## src/verilog/dro_pkg.sv

```systemverilog
package dro_pkg;

	// ======================================================================
	// sizes and timing
	// ======================================================================
	localparam int DRO_CHANNELS = 4;
	localparam int CHANNEL_BITS = (DRO_CHANNELS > 1) ? $clog2(DRO_CHANNELS) : 1;

	localparam int CLK_HZ = 125_000_000;
	localparam int DEBOUNCE_CYCLES = CLK_HZ / 1_000_000;	// 1 us
	localparam int DEBOUNCE_BITS = $clog2(DEBOUNCE_CYCLES + 1);
	localparam int FILTER_LATENCY = DEBOUNCE_CYCLES + 2;	// sync stages plus debounce

	localparam int TIMEOUT_BITS = $clog2(CLK_HZ);	// up to one second
	localparam int CMD_BITS = 8;

	// ======================================================================
	// command, response and record codes
	// ======================================================================
	localparam logic [CMD_BITS-1:0] CMD_CONFIG_DRO = 8'h30;
	localparam logic [7:0] RSP_DRO_DATA = 8'h31;
	localparam logic [7:0] DAQT_DRO_DATA = 8'd48;

	typedef logic [CHANNEL_BITS-1:0] channel_t;
	typedef logic [31:0] word_t;
	typedef logic [5:0] bitcount_t;	// 0 to 32 bits per frame
	typedef logic [TIMEOUT_BITS-1:0] timeout_t;
	typedef logic [CMD_BITS-1:0] cmd_t;
	typedef logic [32:0] param_t;
	typedef logic [DEBOUNCE_BITS-1:0] debounce_t;

	// ======================================================================
	// state machines
	// ======================================================================
	typedef enum logic [1:0] {
		FS_IDLE,
		FS_CLK_LO,
		FS_CLK_HI,
		FS_WAIT_HI	// aborted frame, wait for the clock to return high
	} frame_state_t;

	typedef enum logic [3:0] {
		IDLE,
		CFG_TIMEOUT,
		CFG_MODE,
		WAIT_GRANT,
		PRM_CHANNEL,
		PRM_TIME,
		PRM_DATA,
		PRM_BITS,
		PRM_DONE,
		DAQ_HEADER,
		DAQ_DATA,
		DAQ_TIME
	} rpt_state_t;

endpackage

```

## src/verilog/dro_report_if.sv

```systemverilog
`timescale 1ns/1ps

// one finished frame, held until acked
interface dro_report_if;
	import dro_pkg::*;

	logic valid;
	word_t data;
	bitcount_t bits;
	word_t starttime;
	logic ack;	// one cycle, valid drops on the next edge

	modport decoder (
		output valid,
		output data,
		output bits,
		output starttime,
		input ack
	);

	modport reporter (
		input valid,
		input data,
		input bits,
		input starttime,
		output ack
	);

endinterface

```

## src/verilog/dro_frame_decoder.sv

```systemverilog
`timescale 1ns/1ps

module dro_frame_decoder (
	input logic clk,
	input logic rst_n,
	input dro_pkg::word_t systime,
	input logic clk_f,
	input logic do_f,
	input dro_pkg::timeout_t timeout,
	input logic report_all,
	dro_report_if.decoder rpt
);
	import dro_pkg::*;

	frame_state_t state;
	timeout_t tcnt;

	word_t shift;
	bitcount_t nbits;
	word_t start_q;
	word_t prev_data;
	bitcount_t prev_bits;

	logic enabled;
	logic frame_start;
	logic bit_in;
	logic changed;

	assign enabled = (timeout != '0);	// zero timeout switches the channel off
	assign frame_start = enabled && (state == FS_IDLE) && !clk_f;
	assign bit_in = enabled && (state == FS_CLK_LO) && clk_f;
	assign changed = (shift != prev_data) || (nbits != prev_bits) || report_all;

	// frame payload, stable from frame end until the next frame starts
	always_ff @(posedge clk or negedge rst_n) begin
		if (!rst_n) begin
			shift <= '0;
			nbits <= '0;
			start_q <= '0;
		end else if (frame_start) begin
			shift <= '0;
			nbits <= '0;
			start_q <= systime;
		end else if (bit_in) begin
			shift <= {shift[30:0], do_f};	// msb first
			if (nbits != bitcount_t'(32))
				nbits <= nbits + 1'b1;
		end
	end

	// ======================================================================
	// frame state machine
	// ======================================================================
	always_ff @(posedge clk or negedge rst_n) begin
		if (!rst_n) begin
			state <= FS_IDLE;
			tcnt <= '0;
			rpt.valid <= 1'b0;
			prev_data <= '1;
			prev_bits <= '0;	// no real frame has zero bits
		end else if (!enabled) begin
			state <= FS_IDLE;
			tcnt <= '0;
			rpt.valid <= 1'b0;
		end else begin
			if (tcnt != '0)
				tcnt <= tcnt - 1'b1;
			if (rpt.ack)
				rpt.valid <= 1'b0;

			case (state)
			FS_IDLE: begin
				if (!clk_f) begin
					rpt.valid <= 1'b0;	// an unreported frame is lost here
					tcnt <= timeout;
					state <= FS_CLK_LO;
				end
			end
			FS_CLK_LO: begin
				if (clk_f) begin
					tcnt <= timeout;
					state <= FS_CLK_HI;
				end else if (tcnt == timeout_t'(1)) begin
					tcnt <= '0;
					state <= FS_WAIT_HI;	// clock stuck low, abort
				end
			end
			FS_CLK_HI: begin
				if (!clk_f) begin
					tcnt <= timeout;
					state <= FS_CLK_LO;
				end else if (tcnt == timeout_t'(1)) begin
					if (changed)
						rpt.valid <= 1'b1;
					prev_data <= shift;
					prev_bits <= nbits;
					tcnt <= '0;
					state <= FS_IDLE;
				end
			end
			FS_WAIT_HI: begin
				if (clk_f)
					state <= FS_IDLE;
			end
			default: state <= FS_IDLE;
			endcase
		end
	end

	assign rpt.data = shift;
	assign rpt.bits = nbits;
	assign rpt.starttime = start_q;

endmodule

```

## src/verilog/dro_input_filter.sv

```systemverilog
`timescale 1ns/1ps

module dro_input_filter (
	input logic clk,
	input logic rst_n,
	input logic dro_clk,
	input logic dro_do,
	output logic clk_f,
	output logic do_f
);
	import dro_pkg::*;

	// bit 1 is the scale clock, bit 0 the data wire
	logic [1:0] sync1;
	logic [1:0] sync2;
	logic [1:0] level;
	debounce_t cnt [2];

	always_ff @(posedge clk or negedge rst_n) begin
		if (!rst_n) begin
			sync1 <= '1;	// idle lines sit high
			sync2 <= '1;
			level <= '1;
			for (int i = 0; i < 2; i++) begin
				cnt[i] <= debounce_t'(DEBOUNCE_CYCLES);
			end
		end else begin
			sync1 <= {dro_clk, dro_do};
			sync2 <= sync1;

			// a new level has to hold for the whole count
			for (int i = 0; i < 2; i++) begin
				if (sync2[i] == level[i]) begin
					cnt[i] <= debounce_t'(DEBOUNCE_CYCLES);	// glitch gone, start over
				end else if (cnt[i] == debounce_t'(1)) begin
					level[i] <= sync2[i];
					cnt[i] <= debounce_t'(DEBOUNCE_CYCLES);
				end else begin
					cnt[i] <= cnt[i] - 1'b1;
				end
			end
		end
	end

	assign clk_f = level[1];
	assign do_f = level[0];

endmodule

```

## src/verilog/dro_reporter.sv

```systemverilog
`timescale 1ns/1ps

module dro_reporter (
	input logic clk,
	input logic rst_n,

	input dro_pkg::cmd_t cmd,
	input logic cmd_ready,
	input dro_pkg::word_t arg_data,
	output logic cmd_done,

	output dro_pkg::param_t param_data,
	output logic param_write,
	output logic invol_req,
	input logic invol_grant,

	output dro_pkg::word_t daq_data,
	output logic daq_valid,
	output logic daq_end,
	output logic daq_req,
	input logic daq_grant,

	output dro_pkg::timeout_t timeout [dro_pkg::DRO_CHANNELS],
	output logic [dro_pkg::DRO_CHANNELS-1:0] report_all,

	dro_report_if.reporter rpt [dro_pkg::DRO_CHANNELS]
);
	import dro_pkg::*;

	rpt_state_t state;
	channel_t chan;	// channel being configured or reported
	channel_t pick;
	logic [DRO_CHANNELS-1:0] ack_q;

	logic [DRO_CHANNELS-1:0] valid_v;
	word_t data_v [DRO_CHANNELS];
	bitcount_t bits_v [DRO_CHANNELS];
	word_t start_v [DRO_CHANNELS];

	for (genvar i = 0; i < DRO_CHANNELS; i++) begin : g_port
		assign valid_v[i] = rpt[i].valid;
		assign data_v[i] = rpt[i].data;
		assign bits_v[i] = rpt[i].bits;
		assign start_v[i] = rpt[i].starttime;
		assign rpt[i].ack = ack_q[i];
	end

	// lowest pending channel wins
	always_comb begin
		pick = '0;
		for (int i = DRO_CHANNELS - 1; i >= 0; i--) begin
			if (valid_v[i])
				pick = channel_t'(i);
		end
	end

	// ======================================================================
	// command and report sequencer
	// ======================================================================
	always_ff @(posedge clk or negedge rst_n) begin
		if (!rst_n) begin
			state <= IDLE;
			chan <= '0;
			cmd_done <= 1'b0;
			param_write <= 1'b0;
			invol_req <= 1'b0;
			daq_req <= 1'b0;
			daq_valid <= 1'b0;
			daq_end <= 1'b0;
			ack_q <= '0;
			report_all <= '0;
			for (int i = 0; i < DRO_CHANNELS; i++) begin
				timeout[i] <= '0;
			end
		end else begin
			cmd_done <= 1'b0;
			ack_q <= '0;
			daq_valid <= 1'b0;
			daq_end <= 1'b0;

			case (state)
			IDLE: begin
				if (cmd_ready) begin
					chan <= arg_data[CHANNEL_BITS-1:0];	// first arg is the channel
					if (cmd == CMD_CONFIG_DRO)
						state <= CFG_TIMEOUT;
					else
						cmd_done <= 1'b1;
				end else if (|valid_v) begin
					chan <= pick;
					if (report_all[pick])
						daq_req <= 1'b1;
					else
						invol_req <= 1'b1;
					state <= WAIT_GRANT;
				end
			end
			CFG_TIMEOUT: begin
				timeout[chan] <= arg_data[TIMEOUT_BITS-1:0];
				state <= CFG_MODE;
			end
			CFG_MODE: begin
				report_all[chan] <= arg_data[0];
				cmd_done <= 1'b1;
				state <= IDLE;
			end
			WAIT_GRANT: begin
				// mode cannot change here, commands are blocked
				if (report_all[chan] ? daq_grant : invol_grant) begin
					invol_req <= 1'b0;
					daq_req <= 1'b0;
					if (!valid_v[chan])
						state <= IDLE;	// frame overwritten while waiting
					else if (report_all[chan])
						state <= DAQ_HEADER;
					else
						state <= PRM_CHANNEL;
				end
			end
			PRM_CHANNEL: begin
				param_write <= 1'b1;
				state <= PRM_TIME;
			end
			PRM_TIME: state <= PRM_DATA;
			PRM_DATA: state <= PRM_BITS;
			PRM_BITS: begin
				ack_q[chan] <= 1'b1;
				state <= PRM_DONE;
			end
			PRM_DONE: begin
				param_write <= 1'b0;
				cmd_done <= 1'b1;	// closes the response
				state <= IDLE;
			end
			DAQ_HEADER: begin
				daq_valid <= 1'b1;
				state <= DAQ_DATA;
			end
			DAQ_DATA: begin
				daq_valid <= 1'b1;
				ack_q[chan] <= 1'b1;
				state <= DAQ_TIME;
			end
			DAQ_TIME: begin
				daq_valid <= 1'b1;
				daq_end <= 1'b1;
				state <= IDLE;
			end
			default: state <= IDLE;
			endcase
		end
	end

	// one output register feeds both buses
	always_ff @(posedge clk or negedge rst_n) begin
		if (!rst_n) begin
			param_data <= '0;
		end else begin
			case (state)
			PRM_CHANNEL: param_data <= param_t'(chan);
			PRM_TIME: param_data <= param_t'(start_v[chan]);
			PRM_DATA: param_data <= param_t'(data_v[chan]);
			PRM_BITS: param_data <= param_t'(bits_v[chan]);
			PRM_DONE: param_data <= param_t'(RSP_DRO_DATA);
			DAQ_HEADER: param_data <= {1'b0, DAQT_DRO_DATA, 8'(chan), 16'h0000};
			DAQ_DATA: param_data <= param_t'(data_v[chan]);
			DAQ_TIME: param_data <= param_t'(start_v[chan]);
			default: ;
			endcase
		end
	end

	assign daq_data = param_data[31:0];

endmodule

```

## src/verilog/dro_top.sv

```systemverilog
`timescale 1ns/1ps

module dro_top (
	input logic clk,
	input logic rst_n,
	input dro_pkg::word_t systime,

	input dro_pkg::cmd_t cmd,
	input logic cmd_ready,
	input dro_pkg::word_t arg_data,
	output logic cmd_done,

	output dro_pkg::param_t param_data,
	output logic param_write,
	output logic invol_req,
	input logic invol_grant,

	output dro_pkg::word_t daq_data,
	output logic daq_valid,
	output logic daq_end,
	output logic daq_req,
	input logic daq_grant,

	input logic [dro_pkg::DRO_CHANNELS-1:0] dro_clk,
	input logic [dro_pkg::DRO_CHANNELS-1:0] dro_do
);
	import dro_pkg::*;

	dro_report_if rpt [DRO_CHANNELS] ();

	timeout_t timeout [DRO_CHANNELS];
	logic [DRO_CHANNELS-1:0] report_all;
	logic [DRO_CHANNELS-1:0] clk_f;
	logic [DRO_CHANNELS-1:0] do_f;

	// ======================================================================
	// per channel front end
	// ======================================================================
	for (genvar i = 0; i < DRO_CHANNELS; i++) begin : g_chan
		dro_input_filter u_filter (
			.clk (clk),
			.rst_n (rst_n),
			.dro_clk (dro_clk[i]),
			.dro_do (dro_do[i]),
			.clk_f (clk_f[i]),
			.do_f (do_f[i])
		);

		dro_frame_decoder u_decoder (
			.clk (clk),
			.rst_n (rst_n),
			.systime (systime),
			.clk_f (clk_f[i]),
			.do_f (do_f[i]),
			.timeout (timeout[i]),
			.report_all (report_all[i]),
			.rpt (rpt[i])
		);
	end

	dro_reporter u_reporter (
		.clk (clk),
		.rst_n (rst_n),
		.cmd (cmd),
		.cmd_ready (cmd_ready),
		.arg_data (arg_data),
		.cmd_done (cmd_done),
		.param_data (param_data),
		.param_write (param_write),
		.invol_req (invol_req),
		.invol_grant (invol_grant),
		.daq_data (daq_data),
		.daq_valid (daq_valid),
		.daq_end (daq_end),
		.daq_req (daq_req),
		.daq_grant (daq_grant),
		.timeout (timeout),
		.report_all (report_all),
		.rpt (rpt)
	);

endmodule
```

## config.mk

```make
export PLATFORM = sky130hd
export DESIGN_NAME = dro_top
export DESIGN_NICKNAME = d
export VERILOG_FILES = /design/src/verilog/dro_pkg.sv /design/src/verilog/dro_report_if.sv /design/src/verilog/dro_frame_decoder.sv /design/src/verilog/dro_input_filter.sv /design/src/verilog/dro_reporter.sv /design/src/verilog/dro_top.sv
export SDC_FILE = /design/constraint.sdc
export NUM_CORES = 2
export LEC_CHECK = 0
export BUFFER_PORTS_ARGS = -buffer_cell sky130_fd_sc_hd__buf_2
export CORE_MARGIN = 4
export CORE_UTILIZATION = 56
export CTS_CLUSTER_DIAMETER = 200
export DETAILED_ROUTE_END_ITERATION = 7
export GPL_TIMING_DRIVEN = 1
export HOLD_SLACK_MARGIN = 0.1
export PLACE_DENSITY_LB_ADDON = 0.25
export SLEW_MARGIN = 20
export SYNTH_ARGS = -nofsm -noshare
export SYNTH_HDL_FRONTEND = slang
export SYNTH_SLANG_ARGS = --single-unit
```

## constraint.sdc

```tcl
create_clock -name clk -period 2.9 [get_ports clk]
set_input_delay 0.58 -clock clk [delete_from_list [all_inputs] [get_ports clk]]
set_output_delay 0.58 -clock clk [all_outputs]
set_load 0.01 [all_outputs]
```

==> impl_metrics.yaml <==
status:
  outcome: "completed"
finish:
  fin_area_um2: 43700
  final_cell_mix: "dfrtp_1 (590), nand2_1 (350), mux2_2 (328)"
  nets: 3654
  post-route-util: 0.646
  area_growth_pct: 13.6
  drive_above_1_share: 0.300
  layout.cells.most_common: "dfrtp_1"
placed_design:
  port_buffers: 149
  preCtsSetupSlack_ps: -15.3
  gp_congestion: 0.908
  placed_cell_area_um2: 40700
  dp_hpwl_mm: 72.8
timing:
  hold_violations: 0
  drv_slew: 0
  relSlewSlack: 0.372
  fin_crit_sh: 0.988
  rsz0062_at_grt: "false"
  fin_skew_ps: 22.0
  period_needed_ps: 2860
  setup_viol: 0
  max_freq_ghz: 0.349
  worst-slew-pin-transition_ps: 943
  setup_slack_ps: 36.1
clocking:
  cts_tree: "built"
  cts_setup_buffers: 0
  clock_path_buffers: 3
  cts_root_buffer: "clkbuf_16"
  numCtsBuffers: 83
  insertion_delay_ps: 630
  path_clk_slew_ps: 70
  clock_sinks: 792
  cts_max_level: 3
floorplanning:
  design.portCount: 156
  initial_utilization: 0.569
  die-area_um2: 73000
  core_area_um2: 67600
  die_h_um: 270
  rows: 95
  die_x_um: 270
synthesis:
  synth_ff_type: "dfrtp_1"
  synth_seq_cells: 792
  avgSynthCellArea_um2: 11.4
  syn_area_um2: 38500
  postSynthCellCount: 3370
  async_flop_share: 1.00
  synth-seq-area-share: 0.522
  synth_nets: 3494
  synth_enable_flop_cells: 0
  ys_warn_count: 0
  yosysUniqueCellTypes: 74
min_path:
  hold_path.class: "in2reg"
power_and_ir_drop:
  power_density_nw_per_um2: 808
  power.total_uw: 35300
  ir_drop_mv: 0.656
  leakage_uw: 0.0200
critical_path:
  end_kind: "register"
  max_stage_delay_ps: 580
  worstPathCellList: "or4_4 > nand4b_4 > or4_4 > or3_4 > bufbuf_16 > mux2_4"
  critical_path_buf_inv_count: 1
  path_common_cell: "or4_4"
  critical-path-top-delay-family: "simple AND/OR/NAND/NOR gates"
  cp_max_fo: 21
  start_kind: "register"
  worstSetupPathType: "reg2reg"
  required_ps: 3450
  slowest_stage: "or4_4"
  critPathArrivalTime_ps: 3420
  rrSetupSlack_ps: 40
global_route:
  grt_pass1_vias: 28200
  grt_overflow: 0
  grt_max_degree: 110
  track_usage: 0.282
  grt_pass1_wl_mm: 164
  antenna_found_initial: 5
routing:
  viasPerCell: 6.20
  drt-pass1-iter-count: 6
  vias: 27800
  drc: 0
  routedWlPerCell_um: 23.1
  drt_iter0_markers: 2631
  drtAntennaViolNets: 0
  drt_wl_total_mm: 103
job:
  maxCapViolCount: 0
[through the flow]
step | std cells | hold WS, ps | TNS [ps]
after floorplan | 3370 | 284 | 0
after global placement | 4308 | 346 | -63.1
after detailed placement | 4308 | 347 | -41.1
after CTS | 4473 | 154 | 0
after global routing | 4477 | 183 | 0
final | 4479 | 189 | 0
[kinds of logic after synthesis]
logic type      count (synthesis)  share of synthesized area
fa+ha+maj                      39                     0.0127
compound gates                477                     0.0777
xor+xnor                      251                     0.0571
mux                           504                      0.169
buf+inv                       289                     0.0336
other cells                     1                  0.0000974
flops                         792                      0.522
simple gates                 1017                      0.128
[routing by layer]
metal / up-vias / wire length (um) / track usage
met5: - / 0 / 0
met1: 14300 / 42600 / 0.375
met4: 0 / 4450 / 0.113
met2: 895 / 50600 / 0.468
li1: 12300 / - / -
met3: 241 / 5740 / 0.0434
[timing repair]
| action | CTS | global route |
|---|---|---|
| gates resized for setup | 2 | 1 |
| endpoints found under the setup margin | 31 | 1 |
| cloned | 1 | 0 |
| hold endpoints to repair | 39 | 0 |
| hold buffers | 9 | 0 |
[power by group]
group	switching, uW	internal (uW)	total [uW]
clock	4430	6740	11200
sequential	2240	13400	15600
combinational	4390	4110	8490
total	11100	24300	35300
[worst min-delay path, stage by stage]
cell	delay, ps
buf_2	110
nand2_1	50
nand2_1	50
[final timing paths]
kind / start / end / depth (start not counted)
max in group asynchronous: rst_n / g_chan[2].u_decoder.prev_data[21] / 4
worst max register to register: g_chan[3].u_decoder.tcnt[18] / g_chan[3].u_decoder.prev_data[29] / 6
worst min-delay path: systime[0] / g_chan[3].u_decoder.rpt.starttime[0] / 3
min in group asynchronous: rst_n / u_reporter.timeout[93] / 2
worst min register to register: g_chan[0].u_filter.sync1[1] / g_chan[0].u_filter.sync2[1] / 0
worst max-delay path: g_chan[3].u_decoder.tcnt[18] / g_chan[3].u_decoder.prev_data[29] / 6
[final cells by class]
class                   count  area, um^2
well taps                 873        1090
flip-flops and latches    792       20100
inverters                  77         289
multi-input cells        2289       17200
repair buffers            287        2140
clock inverters            22         362
fillers                  5132       23900
diodes                      6        15.0
clock buffers             133        2540
[state kept, by name, summed over array words and instances (netlist names), 8 cells and up]
signal and cells:
g_chan.u_decoder.state 8, g_chan.u_decoder.prev_bits 24, g_chan.u_decoder.rpt.bits 24, g_chan.u_decoder.rpt.data 128
g_chan.u_filter.sync2 8, g_chan.u_decoder.tcnt 108, g_chan.u_filter.sync1 8, g_chan.u_decoder.rpt.starttime 128
u_reporter.timeout 108, g_chan.u_filter.level 8, g_chan.u_filter.cnt 56, u_reporter.param_data 32
g_chan.u_decoder.prev_data 128
[cells in the mapped netlist, types with 7 or more instances]
master	n	area, um^2
a211oi_1	8	60.1
o21ai_0	135	676
buf_6	9	101
a22oi_1	52	390
dfrtp_1	592	14800
o31a_1	9	78.8
or4_1	20	150
a31oi_1	20	125
nor4_1	107	669
buf_4	33	248
o41ai_1	7	61.3
ha_1	39	488
nor3_1	63	315
nor4b_1	17	149
nand2_1	350	1310
nor2_1	235	882
xnor2_1	89	780
mux4_2	72	1620
mux2_4	32	480
mux2_2	328	3690
xor2_1	162	1420
nand3_1	51	255
a22o_1	34	298
and3_1	27	169
dfstp_2	200	5260
or3_1	27	169
nand3b_1	8	60.1
buf_1	32	120
inv_1	77	289
o31ai_1	10	75.1
o22ai_1	17	106
nand2b_1	18	113
a21oi_1	122	611
nand4_1	40	250
nor3b_1	9	67.6
nor2b_1	10	62.6
buf_2	12	60.1
clkbuf_1	126	473
or2_2	13	81.3
mux2i_1	71	711
o21a_1	11	82.6
No activity file was read; power rests on OpenSTA's default activity.
